**config.mk**
```make
export PLATFORM = sky130hd
export DESIGN_NAME = boot_loader
export DESIGN_NICKNAME = d
export VERILOG_FILES = /design/src/source/uart_pkg.sv /design/src/source/mem_pkg.sv /design/src/source/uart_rx.sv /design/src/source/idle_timer.sv /design/src/source/word_packer.sv /design/src/source/boot_mem.sv /design/src/source/boot_loader.sv
export VERILOG_INCLUDE_DIRS = /design/src /design/src/source
export SDC_FILE = /design/constraint.sdc
export NUM_CORES = 1
export LEC_CHECK = 0
export ABC_CLOCK_PERIOD_IN_PS = 5200
export BUFFER_PORTS_ARGS = -buffer_cell sky130_fd_sc_hd__buf_2
export CORE_MARGIN = 4
export CORE_UTILIZATION = 47
export DETAILED_ROUTE_END_ITERATION = 7
export PLACE_DENSITY = 0.69
export SYNTH_ARGS = -nofsm -noshare
export SYNTH_HDL_FRONTEND = slang
export SYNTH_HIERARCHICAL = 1
export SYNTH_SLANG_ARGS = --single-unit
```
**constraint.sdc**
```tcl
create_clock -name clk -period 5.2 [get_ports clk]
set_input_delay 1.04 -clock clk [delete_from_list [all_inputs] [get_ports clk]]
set_output_delay 1.04 -clock clk [all_outputs]
set_load 0.03 [all_outputs]
```
**src/source/loader_macros.svh**
```systemverilog
`ifndef LOADER_MACROS_SVH
`define LOADER_MACROS_SVH

// clocks per bit period
// 16 keeps simulation short, use 868 for 100 MHz at 115200 baud
`define LOADER_CLKS_PER_BIT 16

// boot memory depth in words
`define LOADER_MAX_WORDS 16

// word address width, must cover LOADER_MAX_WORDS
`define LOADER_ADDR_W 4

// idle bit periods after the last byte before the load ends
`define LOADER_MAX_IDLE 15

`endif

```
**src/source/uart_pkg.sv**
```systemverilog
package uart_pkg;

    // one received byte
    typedef logic [7:0] byte_t;

    // receiver states
    // st_start waits half a bit to recheck the start bit
    typedef enum logic [1:0] {
        st_idle  = 2'd0,
        st_start = 2'd1,
        st_data  = 2'd2,
        st_stop  = 2'd3
    } rx_state_t;

endpackage

```
**src/source/mem_pkg.sv**
```systemverilog
`include "loader_macros.svh"

package mem_pkg;

    // one boot memory word
    typedef logic [31:0] word_t;

    // word address into the boot memory
    typedef logic [`LOADER_ADDR_W-1:0] addr_t;

    // assembled word, filled byte by byte and stored as a whole
    // lane 0 is bits 7:0, so bytes land little-endian
    typedef union packed {
        word_t                 word;
        uart_pkg::byte_t [3:0] lanes;
    } word_u;

endpackage

```
**src/source/uart_rx.sv**
```systemverilog
`timescale 1ns/1ps
`include "loader_macros.svh"

module uart_rx (
    input  logic            clk,
    input  logic            rst,
    input  logic            rx,
    output uart_pkg::byte_t byte_data,
    output logic            byte_valid,
    output logic            busy
);

    localparam int clks_per_bit = `LOADER_CLKS_PER_BIT;
    localparam int half_bit     = clks_per_bit / 2;
    localparam int cnt_w        = $clog2(clks_per_bit);

    logic [2:0]          rx_sync;
    logic                start_edge;
    logic [cnt_w-1:0]    baud_cnt;
    logic                half_end;
    logic                baud_end;
    logic [2:0]          bit_cnt;
    uart_pkg::rx_state_t state;
    uart_pkg::byte_t     shift_reg;

    // three stage synchroniser, line idles high
    always_ff @(posedge clk) begin
        if (rst) begin
            rx_sync <= 3'b111;
        end else begin
            rx_sync <= {rx_sync[1:0], rx};
        end
    end

    // falling edge between the last two stages
    assign start_edge = rx_sync[2] & ~rx_sync[1];

    assign half_end = baud_cnt == cnt_w'(half_bit - 1);
    assign baud_end = baud_cnt == cnt_w'(clks_per_bit - 1);

    always_ff @(posedge clk) begin
        if (rst) begin
            state <= uart_pkg::st_idle;
        end else begin
            case (state)
                uart_pkg::st_idle: begin
                    if (start_edge) begin
                        state <= uart_pkg::st_start;
                    end
                end
                uart_pkg::st_start: begin
                    // a glitch shorter than half a bit is dropped here
                    if (half_end) begin
                        state <= rx_sync[1] ? uart_pkg::st_idle : uart_pkg::st_data;
                    end
                end
                uart_pkg::st_data: begin
                    if (baud_end && bit_cnt == 3'd7) begin
                        state <= uart_pkg::st_stop;
                    end
                end
                uart_pkg::st_stop: begin
                    // back to idle mid stop bit, ready for the next edge
                    if (baud_end) begin
                        state <= uart_pkg::st_idle;
                    end
                end
                default: begin
                    state <= uart_pkg::st_idle;
                end
            endcase
        end
    end

    // from the half-bit point on, baud_end lands mid bit
    always_ff @(posedge clk) begin
        if (rst) begin
            baud_cnt <= '0;
        end else if (state == uart_pkg::st_idle || baud_end) begin
            baud_cnt <= '0;
        end else if (state == uart_pkg::st_start && half_end) begin
            baud_cnt <= '0;
        end else begin
            baud_cnt <= baud_cnt + 1'b1;
        end
    end

    always_ff @(posedge clk) begin
        if (rst) begin
            bit_cnt <= 3'd0;
        end else if (state != uart_pkg::st_data) begin
            bit_cnt <= 3'd0;
        end else if (baud_end) begin
            bit_cnt <= bit_cnt + 3'd1;
        end
    end

    // lsb first, shift in from the top
    always_ff @(posedge clk) begin
        if (state == uart_pkg::st_data && baud_end) begin
            shift_reg <= {rx_sync[1], shift_reg[7:1]};
        end
    end

    always_ff @(posedge clk) begin
        if (rst) begin
            byte_valid <= 1'b0;
        end else begin
            byte_valid <= state == uart_pkg::st_stop && baud_end;
        end
    end

    assign byte_data = shift_reg;
    assign busy      = state != uart_pkg::st_idle;

endmodule

```
**src/source/idle_timer.sv**
```systemverilog
`timescale 1ns/1ps
`include "loader_macros.svh"

module idle_timer (
    input  logic clk,
    input  logic rst,
    input  logic busy,
    input  logic byte_valid,
    output logic timeout
);

    localparam int clks_per_bit = `LOADER_CLKS_PER_BIT;
    localparam int max_idle     = `LOADER_MAX_IDLE;
    localparam int pre_w        = $clog2(clks_per_bit);
    localparam int idle_w       = $clog2(max_idle + 1);

    logic              armed;
    logic [pre_w-1:0]  prescale;
    logic              bit_tick;
    logic [idle_w-1:0] idle_cnt;

    assign bit_tick = prescale == pre_w'(clks_per_bit - 1);

    // no timeout until the first byte has arrived
    always_ff @(posedge clk) begin
        if (rst) begin
            armed <= 1'b0;
        end else if (byte_valid) begin
            armed <= 1'b1;
        end
    end

    always_ff @(posedge clk) begin
        if (rst || busy || !armed || bit_tick) begin
            prescale <= '0;
        end else begin
            prescale <= prescale + 1'b1;
        end
    end

    // saturates at the limit
    always_ff @(posedge clk) begin
        if (rst || busy || !armed) begin
            idle_cnt <= '0;
        end else if (bit_tick && idle_cnt != idle_w'(max_idle)) begin
            idle_cnt <= idle_cnt + 1'b1;
        end
    end

    assign timeout = idle_cnt == idle_w'(max_idle);

endmodule

```
**src/source/word_packer.sv**
```systemverilog
`timescale 1ns/1ps
`include "loader_macros.svh"

module word_packer (
    input  logic            clk,
    input  logic            rst,
    input  uart_pkg::byte_t byte_data,
    input  logic            byte_valid,
    input  logic            timeout,
    output logic            mem_we,
    output mem_pkg::addr_t  mem_addr,
    output mem_pkg::word_t  mem_wdata,
    output logic            done
);

    localparam mem_pkg::addr_t last_addr = mem_pkg::addr_t'(`LOADER_MAX_WORDS - 1);

    mem_pkg::word_u word_buf;
    logic [1:0]     lane;
    logic           take_byte;
    logic           last_write;

    assign last_write = mem_we && mem_addr == last_addr;

    // bytes after done are dropped
    assign take_byte = byte_valid && !done;

    always_ff @(posedge clk) begin
        if (take_byte) begin
            word_buf.lanes[lane] <= byte_data;
        end
    end

    // write strobe follows the lane 3 byte by one cycle
    always_ff @(posedge clk) begin
        if (rst) begin
            lane   <= 2'd0;
            mem_we <= 1'b0;
        end else begin
            mem_we <= take_byte && lane == 2'd3;
            if (take_byte) begin
                lane <= lane + 2'd1;
            end
        end
    end

    always_ff @(posedge clk) begin
        if (rst) begin
            mem_addr <= '0;
        end else if (mem_we) begin
            mem_addr <= mem_addr + 1'b1;
        end
    end

    // sticky until reset
    // a pending partial word is lost on timeout
    always_ff @(posedge clk) begin
        if (rst) begin
            done <= 1'b0;
        end else if (last_write || timeout) begin
            done <= 1'b1;
        end
    end

    assign mem_wdata = word_buf.word;

endmodule

```
**src/source/boot_mem.sv**
```systemverilog
`timescale 1ns/1ps
`include "loader_macros.svh"

module boot_mem (
    input  logic           clk,
    input  logic           we,
    input  mem_pkg::addr_t waddr,
    input  mem_pkg::word_t wdata,
    input  mem_pkg::addr_t rd_addr,
    output mem_pkg::word_t rd_data
);

    mem_pkg::word_t mem [`LOADER_MAX_WORDS];

    // write port
    always_ff @(posedge clk) begin
        if (we) begin
            mem[waddr] <= wdata;
        end
    end

    // registered read, one cycle latency
    always_ff @(posedge clk) begin
        rd_data <= mem[rd_addr];
    end

endmodule

```
**src/source/boot_loader.sv**
```systemverilog
`timescale 1ns/1ps

module boot_loader (
    input  logic           clk,
    input  logic           rst,
    input  logic           rx,
    input  mem_pkg::addr_t rd_addr,
    output mem_pkg::word_t rd_data,
    output logic           done
);

    uart_pkg::byte_t byte_data;
    logic            byte_valid;
    logic            busy;
    logic            timeout;
    logic            mem_we;
    mem_pkg::addr_t  mem_addr;
    mem_pkg::word_t  mem_wdata;

    uart_rx rx0 (
        .clk        (clk),
        .rst        (rst),
        .rx         (rx),
        .byte_data  (byte_data),
        .byte_valid (byte_valid),
        .busy       (busy)
    );

    idle_timer timer0 (
        .clk        (clk),
        .rst        (rst),
        .busy       (busy),
        .byte_valid (byte_valid),
        .timeout    (timeout)
    );

    word_packer packer0 (
        .clk        (clk),
        .rst        (rst),
        .byte_data  (byte_data),
        .byte_valid (byte_valid),
        .timeout    (timeout),
        .mem_we     (mem_we),
        .mem_addr   (mem_addr),
        .mem_wdata  (mem_wdata),
        .done       (done)
    );

    boot_mem mem0 (
        .clk     (clk),
        .we      (mem_we),
        .waddr   (mem_addr),
        .wdata   (mem_wdata),
        .rd_addr (rd_addr),
        .rd_data (rd_data)
    );

endmodule

```
=== Word level (Yosys, flattened, before mapping) ===
Memory sizes are Yosys's and may differ from the RTL's. A register that Yosys moved wholly into a read port is not among the register bits.
Index checks and enable logic that the tools add are counted.

* Memories: 1
* Word-level logic and storage cells: 73
* Memory bits (writable): 512
* Register bits after elaboration: 70
* Output and inout bits: 33

* Muxes and demuxes: 11
* Equality and inequality tests: 16
* $add $sub $neg: 6
* Magnitude comparators: 2
* Bitwise logic cells: 2
* Reductions and logical operators: 21

{| class="wikitable"
|+ Memories
! memory !! depth !! bits a word !! read ports !! clocked after memory_dff !! write ports !! RTL line !! RTL
|-
| mem0.mem || 16 || 32 || 1 || 1 || 1 || boot_mem.sv:13 || <nowiki>mem_pkg::word_t mem [`LOADER_MAX_WORDS];</nowiki>
|}

{| class="wikitable"
|+ Operator list
! cell !! count
|-
| 32-bit bitwise mux || 1
|-
| 4-bit by 1-bit adder with 4-bit output (second input constant) || 4
|-
| 8-bit demux with 2-bit select || 1
|-
| 4-bit == test (second input constant) || 4
|-
| 2-bit two-way mux || 5
|-
| 1-bit logical AND || 9
|-
| 8-bit two-way mux || 1
|-
| 2-bit by 1-bit inequality test with 1-bit output (second input constant) || 4
|-
| 2-bit case mux with 4 select lines || 1
|-
| 2-bit == test (second input constant) || 3
|-
| 1-bit logical OR || 5
|-
| 4-bit by 3-bit == test with 1-bit output (second input constant) || 1
|-
| 4-bit inequality test (second input constant) || 1
|-
| 4-bit AND reduction || 1
|-
| 3-bit by 1-bit adder with 3-bit output (second input constant) || 1
|-
| 3-bit == test (second input constant) || 1
|-
| 2-bit by 3-bit less-than comparator with 1-bit output (second input constant) || 1
|-
| 3-bit OR reduction || 1
|-
| 2-bit by 1-bit adder with 2-bit output (second input constant) || 1
|-
| 2-bit by 1-bit == test with 1-bit output (second input constant) || 1
|-
| 2-bit by 1-bit greater-or-equal comparator with 1-bit output (second input constant) || 1
|-
| 1-bit zero test || 2
|-
| 2-bit zero test || 1
|-
| 1-bit two-way mux || 2
|-
| 5 further kinds || 5
|}

=== Depth between registers and ports, before layout ===
Gate-level depths: netlist of the first run.

* Depth after elaboration: 5
* Depth in mapped cells: 5

=== Cells and area by module ===
The synthesis of the first run kept the hierarchy.

{| class="wikitable"
|+ Modules (own cells, without submodules)
! module !! instances !! area each (µm²) !! cells an instance !! sequential area each (µm²)
|-
| boot_mem || 1 || 19854.0 || 838 || 16015.4
|-
| word_packer || 1 || 1357.6 || 71 || 1121.1
|-
| uart_rx || 1 || 778.2 || 59 || 500.5
|-
| idle_timer || 1 || 389.1 || 41 || 180.2
|}

=== Least setup slack after synthesis of the first run ===
Ideal clock, no wire load.

* Path type: register to register
* From: reg packer0.mem_we
* To: mem mem0/mem[0][0] in the netlist's numbering (enable)
* Arrival: 3.187 ns
* Library setup time: 0.461 ns
* Setup slack: 1.552 ns
* Buffers on the path: 0
* Required time: 4.739 ns
* Stages on the path, launching flop included: 3
* Cells stage by stage: dfxtp_1 > or3b_2 > nor3_1

* Word-level cells in the longest chain between the ends: 2

{| class="wikitable"
|+ RTL lines
! element !! RTL line !! RTL
|-
| from (decl) || word_packer.sv:10 || <nowiki>output logic mem_we,</nowiki>
|-
| from (signal assigned) || word_packer.sv:38 || <nowiki>mem_we <= 1'b0;</nowiki>
|-
| from (signal assigned) || word_packer.sv:40 || <nowiki>mem_we <= take_byte && lane == 2'd3;</nowiki>
|-
| 1-bit two-way mux || boot_mem.sv:17 || <nowiki>if (we) begin</nowiki>
|-
| 1-bit two-way mux (implied by the code) || boot_mem.sv:18 || <nowiki>mem[waddr] <= wdata;</nowiki>
|-
| to (decl) || boot_mem.sv:13 ||
|}

No other way between the ends.

=== Worst setup path after layout of the first run ===
* From: reg packer0.mem_addr[0]
* To: mem mem0/mem[9][16] in the netlist's numbering (enable)

{| class="wikitable"
|+ RTL lines
! element !! RTL line !! RTL
|-
| from (decl) || word_packer.sv:11 || <nowiki>output mem_pkg::addr_t mem_addr,</nowiki>
|-
| from (signal assigned) || word_packer.sv:51 || <nowiki>mem_addr <= mem_addr + 1'b1;</nowiki>
|}

Straight into the memory's write port.

==> flow_metrics.py, run 1 <==
metrics = {
    "outcome": {
        "status": "complete, no violations",
    },
    "synthesis": {
        "ys_async_sr_fraction_pct": 0,
        "syn_area_sq_um": 22400,
        "synth-seq-cells": 614,
        "ys_top_cells_by_area": "edfxtp_1 (74%), mux4_2 (13%), dfxtp_1 (5.5%)",
        "ys.warnings.count": 6,
        "synthFlopType": "edfxtp_1",
        "synth_cell_types": 47,
        "synth_top_area_share_pct": 74.1,
        "ys_seq_area_share_pct": 79.6,
        "synth.largest_area_cell": "edfxtp_1",
        "syn_inst": 1009,
        "syn-num-nets": 1026,
        "syn-mean-instance-area_sq_um": 22.2,
        "synth_edf_count": 552,
    },
    "critical_path": {
        "cp-start-kind": "flip-flop",
        "rr_startpoint": "packer0/mem_addr[0]",
        "regToRegSetupSlack_ns": 2.52,
        "endpoint_kind": "flip-flop",
        "cp-endpoint": "mem0/mem[9][16]",
        "crit_type": "flip-flop to flip-flop",
        "r2r_cells": 3,
        "path_cells": "nand2b_1 > nor2_4 > buf_4",
        "crit_arrival_ns": 2.95,
        "cp-startpoint": "packer0/mem_addr[0]",
        "critPathMaxFanout": 19,
        "crit_slowest_cell": "nor2_4",
        "crit_path_max_incr_delay_ns": 0.90,
        "reg2reg_to": "mem0/mem[9][16]",
        "critPathRequiredTime_ns": 5.47,
    },
    "detailed_routing": {
        "vias": 10300,
        "detail-route-antenna-nets": 0,
        "viasPerCell": 5.90,
        "dr.pass1.iters": 5,
        "drtIter0Drc": 1107,
        "drt-wirelength-per-cell_um": 26.1,
        "drcViolationCount": 0,
        "drt_wl_total_mm": 45.4,
    },
    "timing": {
        "finalSetupViolations": 0,
        "rsz0062_at_grt": "false",
        "skew_ns": 0.0137,
        "hold_viol": 0,
        "tns_ns": 0,
        "relSlewSlack_pct": 16.0,
        "worst_pin_slew_ns": 1.26,
        "fmax_mhz": 374,
        "setup_ws_ns": 2.52,
        "finalCriticalPeriod_ns": 2.68,
        "slew_viol_final": 0,
        "fin_crit_sh_pct": 51.5,
    },
    "floorplanning": {
        "start_util_pct": 47.8,
        "std_cell_rows": 79,
        "io_pins": 40,
        "dieArea_sq_um": 51200,
        "fp.dieH_um": 226,
        "die_width_um": 226,
        "core_sq_um": 46900,
    },
    "grt": {
        "grt_pass1_wl_mm": 67.4,
        "overflow": 0,
        "first_global_vias": 10400,
        "grt_max_degree": 63,
        "antenna_found_initial": 0,
        "track_usage_pct": 18.0,
    },
    "clocking": {
        "cts-htree-levels": 2,
        "cts_tree": "yes",
        "numCtsBuffers": 58,
        "clkTransAtPathRegs_ns": 0.06,
        "cts_resized": 0,
        "cts_hold_buf": 0,
        "cts_sinks": 614,
        "postCtsSetupBuffers": 0,
        "clock-root-buffer": "clkbuf_16",
        "cts_buffer_depth": 3,
        "clk_latency_ns": 0.60,
    },
    "layout": {
        "area_growth_pct": 12.8,
        "stdcell_area_sq_um": 25200,
        "final_util_pct": 53.9,
        "mostFrequentLayoutCell": "edfxtp_1",
        "post_route_cells_drive_above_1_share_pct": 26.8,
        "nets": 1105,
        "antennaDiodeCount": 0,
        "layout_common_cells": "edfxtp_1 (552), mux4_2 (128), a22oi_1 (65), dfxtp_1 (62), clkbuf_16 (59)",
    },
    "placement": {
        "dp_slack_ns": 2.06,
        "dp_hpwl_mm": 23.2,
        "gp_congestion": 0.702,
        "place_area_sq_um": 23500,
        "portBuffers": 39,
    },
    "power": {
        "leakagePower_nw": 8.03,
        "power.total_mw": 9.59,
        "irDropWorstVdd_uv": 231,
        "p_per_area_nw_per_um2": 380,
    },
    "hold_path": {
        "min-delay-path-class": "flip-flop to flip-flop",
    },
    "run": {
        "maxCapViolations": 0,
    },
}
==> layout make-up <==
type	count	area, sq um
inverter	4	15.0
multi-input combinational	345	4450
tap	607	759
sequential	614	17800
timing repair buffer	65	427
fill	3497	21600
clock inverter	22	134
clock buffer	85	1640
==> critical path, delay by kind of cell, from the launching register on <==
kind          cells  cell delay [ns]
simple gates      2             1.27
buf+inv           1             0.46
flops             1             0.61
==> worst min-delay path by stage <==
stage | from | end | slack [ns] | cells past startpoint
global placement | rx0/rx_sync[0] | rx0/rx_sync[1] | 0.39 | 1
CTS | rx0/rx_sync[0] | rx0/rx_sync[1] | 0.42 | 1
finish | rx0/rx_sync[0] | rx0/rx_sync[1] | 0.41 | 1
floorplan | rx0/rx_sync[0] | rx0/rx_sync[1] | 0.39 | 1
detailed placement | rx0/rx_sync[0] | rx0/rx_sync[1] | 0.40 | 1
global route | rx0/rx_sync[0] | rx0/rx_sync[1] | 0.42 | 1
==> synthesized netlist by cell type, drive strengths merged (2+ instances only) <==
library cell    n
dfxtp          62
edfxtp        552
o21ai           4
a22oi          65
nand4           2
mux2i           4
clkbuf         20
buf            26
inv             4
nand2b          2
nand2          37
a21oi           7
xor2            5
nor3            9
nor2           27
or2             4
and3            3
nand3b          4
and2            6
ha             10
nand3           5
nor2b           4
nor3b           4
xnor2           4
or3b            2
mux4          128
==> registers in the layout, indices dropped and copies added, names as in the netlist, named ones only <==
register	count
mem0/rd_data	32
timer0/idle_cnt	4
rx0/state	1
packer0/done	1
timer0/prescale	4
packer0/lane	2
rx0/byte_valid	1
rx0/bit_cnt	3
packer0/mem_addr	4
packer0/mem_we	1
rx0/byte_data	8
timer0/armed	1
rx0/baud_cnt	4
mem0/mem	512
packer0/mem_wdata	32
rx0/rx_sync	3
==> cells by family after synthesis <==
group	count (synthesis)	synth area share [%]
multiplexers	132	13.1
AND/OR/NAND/NOR	112	2.64
XOR/XNOR	9	0.352
buffers and inverters	50	1.12
adder cells (fa/ha/maj)	10	0.559
flip-flops	614	79.6
AO/OA/AOI/OAI	82	2.66
==> stage by stage <==
| step | cells | hold WS, ns |
|---|---|---|
| 2_1_floorplan | 1009 | 0.389 |
| 3_3_place_gp | 1635 | 0.392 |
| 3_5_place_dp | 1635 | 0.401 |
| 4_1_cts | 1742 | 0.416 |
| 5_1_grt | 1742 | 0.420 |
| 6_report | 1742 | 0.412 |
==> routing by layer <==
metal | routed length [um] | track usage (%)
met1 | 18300 | 26.0
met2 | 22600 | 29.0
met3 | 3680 | 3.22
met4 | 848 | 4.54
met5 | 0 | 0
==> power breakdown <==
group          internal, mW  leakage, nW  switching [mW]
registers              5.32         5.47          0.0139
clock network          2.23        0.864            1.70
logic                 0.133         1.70           0.186
total                  7.68         8.03            1.90
Note: power is estimated with default switching activity, not from simulation.
==> run 2: changes to the inputs <==
--- a/config.mk
+++ b/config.mk
@@ -6,7 +6,7 @@
 export SDC_FILE = /design/constraint.sdc
 export NUM_CORES = 1
 export LEC_CHECK = 0
-export ABC_CLOCK_PERIOD_IN_PS = 5200
+export ABC_CLOCK_PERIOD_IN_PS = 2600
 export BUFFER_PORTS_ARGS = -buffer_cell sky130_fd_sc_hd__buf_2
 export CORE_MARGIN = 4
 export CORE_UTILIZATION = 47
==> constraint.sdc (replaced) <==
create_clock -name clk -period 2.6 [get_ports clk]
set_input_delay 0.52 -clock clk [delete_from_list [all_inputs] [get_ports clk]]
set_output_delay 0.52 -clock clk [all_outputs]
set_load 0.03 [all_outputs]
==> run 2 against run 1 <==
Net effect: final cell count is 1.4% higher; critical path type unchanged; design area is 2.3% higher; largest power group unchanged; combinational power is 110% higher; clock power is 110% higher; worst setup slack worse by 2.0 ns; register-to-register slack worse by 2.0 ns; critical endpoint is now mem0/mem[3][7]; total power is 110% higher; via count is 0.87% higher; first-iteration DRC count is 8.5% higher; routed wire length is 1.8% higher.
==> flow_metrics.py, run 2 (same netlist as run 1, synthesis figures left out) <==
metrics = {
    "floorplanning": {
        "fp.dieH_um": 226,
        "io_pins": 40,
        "core_sq_um": 46900,
        "die_width_um": 226,
        "dieArea_sq_um": 51200,
        "start_util_pct": 47.8,
        "std_cell_rows": 79,
    },
    "layout": {
        "area_growth_pct": 15.3,
        "mostFrequentLayoutCell": "edfxtp_1",
        "post_route_cells_drive_above_1_share_pct": 28.6,
        "nets": 1125,
        "layout_common_cells": "edfxtp_1 (552), mux4_2 (128), a22oi_1 (65), dfxtp_1 (62), clkbuf_16 (60)",
        "final_util_pct": 55.1,
        "fin_cells": 1766,
        "largest_reg_flops": 512,
        "regMostFlops": "mem0/mem",
        "antennaDiodeCount": 0,
    },
    "detailed_routing": {
        "detail-route-antenna-nets": 0,
        "vias": 10400,
        "viasPerCell": 5.87,
        "dr.pass1.iters": 5,
        "drt-wirelength-per-cell_um": 26.2,
        "drt_wl_total_mm": 46.2,
        "drtIter0Drc": 1201,
        "drcViolationCount": 0,
    },
    "power": {
        "p_per_area_nw_per_um2": 762,
        "power.total_mw": 19.7,
        "irDropWorstVdd_uv": 519,
        "leakagePower_nw": 8.24,
    },
    "critical_path": {
        "endpoint_kind": "flip-flop",
        "critPathMaxFanout": 15,
        "crit_arrival_ns": 2.35,
        "critPathRequiredTime_ns": 2.89,
        "crit_type": "flip-flop to flip-flop",
        "cp-start-kind": "flip-flop",
    },
    "grt": {
        "first_global_vias": 10600,
        "overflow": 0,
        "antenna_found_initial": 0,
        "grt_pass1_wl_mm": 69.5,
        "track_usage_pct": 18.6,
        "grt_max_degree": 51,
    },
    "hold_path": {
        "min-delay-path-class": "input pin to flip-flop",
    },
    "clocking": {
        "cts-htree-levels": 2,
        "postCtsSetupBuffers": 0,
        "clk_latency_ns": 0.61,
        "cts_resized": 0,
        "clock-root-buffer": "clkbuf_16",
        "clkTransAtPathRegs_ns": 0.06,
        "cts_hold_buf": 0,
        "cts_sinks": 614,
        "cts_tree": "yes",
        "numCtsBuffers": 59,
        "cts_buffer_depth": 3,
    },
    "timing": {
        "fmax_mhz": 486,
        "worst_pin_slew_ns": 0.645,
        "slew_viol_final": 0,
        "hold_viol": 0,
        "finalSetupViolations": 0,
        "tns_ns": 0,
        "skew_ns": 0.0230,
        "finalCriticalPeriod_ns": 2.06,
        "relSlewSlack_pct": 57.0,
        "fin_crit_sh_pct": 79.1,
        "rsz0062_at_grt": "false",
    },
    "run": {
        "maxCapViolations": 0,
    },
    "placement": {
        "portBuffers": 39,
        "place_inst": 1654,
        "dp_hpwl_mm": 24.2,
        "gp_congestion": 0.721,
    },
    "outcome": {
        "status": "complete, no violations",
    },
}
## run 2: final cells by class
class	instances	area [sq um]
clock buffer	82	1630
multi-input combinational	345	4470
clock inverter	30	269
sequential	614	17800
tap	607	759
inverter	4	15.0
fill	3451	21000
timing repair buffer	84	845
## run 2: per-stage QoR
stage          instance area [sq um]  setup slack [ns]  hold WS (ns)
6_report                       25800             0.543         0.107
5_1_grt                        25800             0.495        0.0906
4_1_cts                        25800             0.541        0.0646
3_5_place_dp                   23900             0.479         0.398
3_3_place_gp                   23900             0.489         0.394
2_1_floorplan                  22400            -0.196         0.389
## run 2: where the power goes
part           internal (mW)  leakage, nW  switching [mW]  total (mW)
sequential              10.6         5.47          0.0302        10.7
clock                   4.79        0.926            3.52        8.31
combinational          0.295         1.85           0.381       0.676
## run 2: worst paths after layout
kind                                     startpoint              to  slack (ns)  cells past startpoint
worst max register to register  packer0/mem_addr[2]  mem0/mem[3][7]        0.54                      3
worst min register to register       rx0/rx_sync[0]  rx0/rx_sync[1]        0.41                      1
worst min-delay path                             rx  rx0/rx_sync[0]        0.11                      2
worst max-delay path            packer0/mem_addr[2]  mem0/mem[3][7]        0.54                      3
## run 2: routing by layer
metal	share of wire, %	vias to the layer above	track usage, %
met5	0	-	0
met4	1.7	0	4.81
met3	7.3	64	3.16
met2	50	369	29.9
met1	41	5553	26.8
li1	-	4389	-
## run 2: worst max-delay path, cell delays in order (launching register included)
cell,delay (ns)
dfxtp_1,0.38
or3b_2,0.63
nor2_4,0.47
buf_12,0.26
==> run 3: changes to the inputs <==
--- a/config.mk
+++ b/config.mk
@@ -6,12 +6,13 @@
 export SDC_FILE = /design/constraint.sdc
 export NUM_CORES = 1
 export LEC_CHECK = 0
-export ABC_CLOCK_PERIOD_IN_PS = 2600
+export ABC_AREA = 1
+export ABC_CLOCK_PERIOD_IN_PS = 2140
 export BUFFER_PORTS_ARGS = -buffer_cell sky130_fd_sc_hd__buf_2
 export CORE_MARGIN = 4
 export CORE_UTILIZATION = 47
 export DETAILED_ROUTE_END_ITERATION = 7
-export PLACE_DENSITY = 0.69
+export PLACE_DENSITY = 0.68
 export SYNTH_ARGS = -nofsm -noshare
 export SYNTH_HDL_FRONTEND = slang
 export SYNTH_HIERARCHICAL = 1
==> constraint.sdc (replaced) <==
create_clock -name clk -period 2.14 [get_ports clk]
set_input_delay 0.428 -clock clk [delete_from_list [all_inputs] [get_ports clk]]
set_output_delay 0.428 -clock clk [all_outputs]
set_load 0.03 [all_outputs]
==> run 3 against run 2 <==
Net effect: worst setup slack got worse by 0.25 ns; flip-flop and latch count is the same; maximum frequency is 12% higher; critical endpoint is now mem0/mem[11][16].
==> flow_metrics.py, run 3 <==
metrics = {
    "timing": {
        "skew_ns": 0.0240,
        "finalCriticalPeriod_ns": 1.84,
        "slew_viol_final": 0,
        "finalSetupViolations": 0,
        "worst_pin_slew_ns": 0.794,
        "fin_hold_ws_ns": 0.117,
        "fmax_mhz": 542,
        "rsz0062_at_grt": "false",
        "setup_ws_ns": 0.296,
        "hold_viol": 0,
        "relSlewSlack_pct": 47.1,
        "fin_crit_sh_pct": 86.1,
    },
    "critical_path": {
        "critPathRequiredTime_ns": 2.45,
        "crit_type": "flip-flop to flip-flop",
        "crit_arrival_ns": 2.15,
        "r2r_cells": 3,
        "cp-start-kind": "flip-flop",
        "endpoint_kind": "flip-flop",
        "critPathMaxFanout": 11,
    },
    "power": {
        "p_per_area_nw_per_um2": 871,
        "power.total_mw": 24.7,
        "irDropWorstVdd_uv": 615,
        "leakagePower_nw": 11.8,
    },
    "clocking": {
        "cts_tree": "yes",
        "cts_sinks": 614,
        "numCtsBuffers": 60,
        "postCtsSetupBuffers": 0,
        "clk_latency_ns": 0.62,
        "cts_buffer_depth": 3,
        "clock-root-buffer": "clkbuf_16",
        "cts-htree-levels": 2,
        "clkTransAtPathRegs_ns": 0.06,
    },
    "layout": {
        "final_util_pct": 53.7,
        "multi_input_area_sq_um": 5320,
        "n_fill_cell": 4383,
        "area_growth_pct": 12.3,
        "largest_reg_flops": 512,
        "regMostFlops": "mem0/mem",
        "nets": 2399,
        "mostFrequentLayoutCell": "nand2_1",
        "antennaDiodeCount": 0,
        "layout_common_cells": "nand2_1 (704), edfxtp_1 (552), inv_1 (409), nand3_1 (394), dfxtp_1 (62)",
        "ff_latch_area_sq_um": 17800,
        "fin_cells": 3122,
        "post_route_cells_drive_above_1_share_pct": 8.83,
    },
    "detailed_routing": {
        "drt_wl_total_mm": 57.5,
        "vias": 16000,
        "drt-wirelength-per-cell_um": 18.4,
        "viasPerCell": 5.14,
        "detail-route-antenna-nets": 0,
        "drcViolationCount": 0,
        "drtIter0Drc": 1530,
        "dr.pass1.iters": 5,
    },
    "floorplanning": {
        "core_sq_um": 52900,
        "io_pins": 40,
        "die_width_um": 240,
        "start_util_pct": 47.8,
        "dieArea_sq_um": 57600,
        "fp.dieH_um": 240,
        "std_cell_rows": 84,
    },
    "placement": {
        "dp_slack_ns": 0.324,
        "place_inst": 3007,
        "gp_congestion": 0.791,
        "portBuffers": 39,
        "dp_hpwl_mm": 32.3,
    },
    "grt": {
        "grt_max_degree": 94,
        "overflow": 0,
        "antenna_found_initial": 2,
        "track_usage_pct": 20.1,
        "grt_pass1_wl_mm": 89.2,
        "first_global_vias": 15400,
    },
    "synthesis": {
        "synth_edf_count": 552,
        "synth.largest_area_cell": "edfxtp_1",
        "synthFlopType": "edfxtp_1",
        "ys_top_cells_by_area": "edfxtp_1 (66%), nand2_1 (10%), nand3_1 (7.8%)",
        "ys_async_sr_fraction_pct": 0,
        "syn_area_sq_um": 25300,
        "synthTopCellsByCount": "nand2_1 (704), edfxtp_1 (552), inv_1 (411)",
        "synth-seq-cells": 614,
        "syn-mean-instance-area_sq_um": 10.8,
        "synth.most_common_cell": "nand2_1",
        "syn-num-nets": 2354,
        "syn_inst": 2337,
        "synth_top_area_share_pct": 65.6,
        "ys_seq_area_share_pct": 70.5,
        "ys.warnings.count": 6,
        "synth_cell_types": 32,
    },
    "outcome": {
        "status": "complete, no violations",
    },
    "hold_path": {
        "min-delay-path-class": "input pin to flip-flop",
        "min_path_cells": 2,
    },
    "run": {
        "maxCapViolations": 0,
    },
}
run 3: cell types whose count changed after synthesis, sizes merged, moves of 6 or more:
cell	delta
nor3	-7
buf	+66
nand3	+392
nor2	+32
a22oi	-65
clkbuf	-6
inv	+410
and2	-6
nand2	+670
mux4	-128
run 3: area by class of cell:
cell class | instances | share of cell area (%)
Tap cell | 688 | 3.03
Clock buffer | 76 | 5.72
Timing Repair Buffer | 89 | 2.89
Multi-Input combinational cell | 1201 | 18.7
Sequential cell | 614 | 62.8
Inverter | 416 | 5.53
Clock inverter | 38 | 1.37
run 3: critical path: stages, from the launching register on:
cell and delay [ns]:
dfxtp_1 0.54, nand3b_1 0.38, nor2_4 0.41, buf_4 0.23
run 3: cells by family after synthesis:
logic type / count (synthesis) / synth area share (%)
xor+xnor: 3 / 0.104
fa+ha+maj: 10 / 0.495
simple gates: 1173 / 19.6
flops: 614 / 70.5
compound gates: 15 / 0.312
buf+inv: 522 / 8.99
run 3: path summary, 6_finish.rpt:
path	start	to	slack (ns)
max	packer0/mem_we	mem0/mem[11][16]	0.30
min	rst	timer0/armed	0.12
max reg2reg	packer0/mem_we	mem0/mem[11][16]	0.30
min reg2reg	rx0/rx_sync[1]	rx0/byte_data[7]	0.44
run 3: metal layers:
| metal | vias to the layer above | share of wire, % | track usage (%) |
|---|---|---|---|
| met3 | 100 | 8.0 | 3.22 |
| met2 | 620 | 48 | 32.8 |
| met5 | - | 0 | 0 |
| met4 | 0 | 2.5 | 6.03 |
| li1 | 7657 | - | - |
| met1 | 7666 | 42 | 28.1 |
run 3: where the power goes:
part           switching [mW]  internal, mW  total, mW  leakage, nW
clock network            4.40          6.22       10.6        0.982
registers              0.0384          12.9       13.0         5.47
logic                   0.798         0.327       1.13         5.37
run 3: per-stage QoR:
stage / cell area [sq um] / TNS (ns)
after floorplan: 25300 / -131.62
after global placement: 26400 / 0
after detailed placement: 26400 / 0
after CTS: 28400 / 0
after global routing: 28400 / 0
final: 28400 / 0
run 3: timing repair:
action	CTS	global route
endpoints found under the hold margin	1	0
gates resized for setup	0	0
hold buffers	1	0
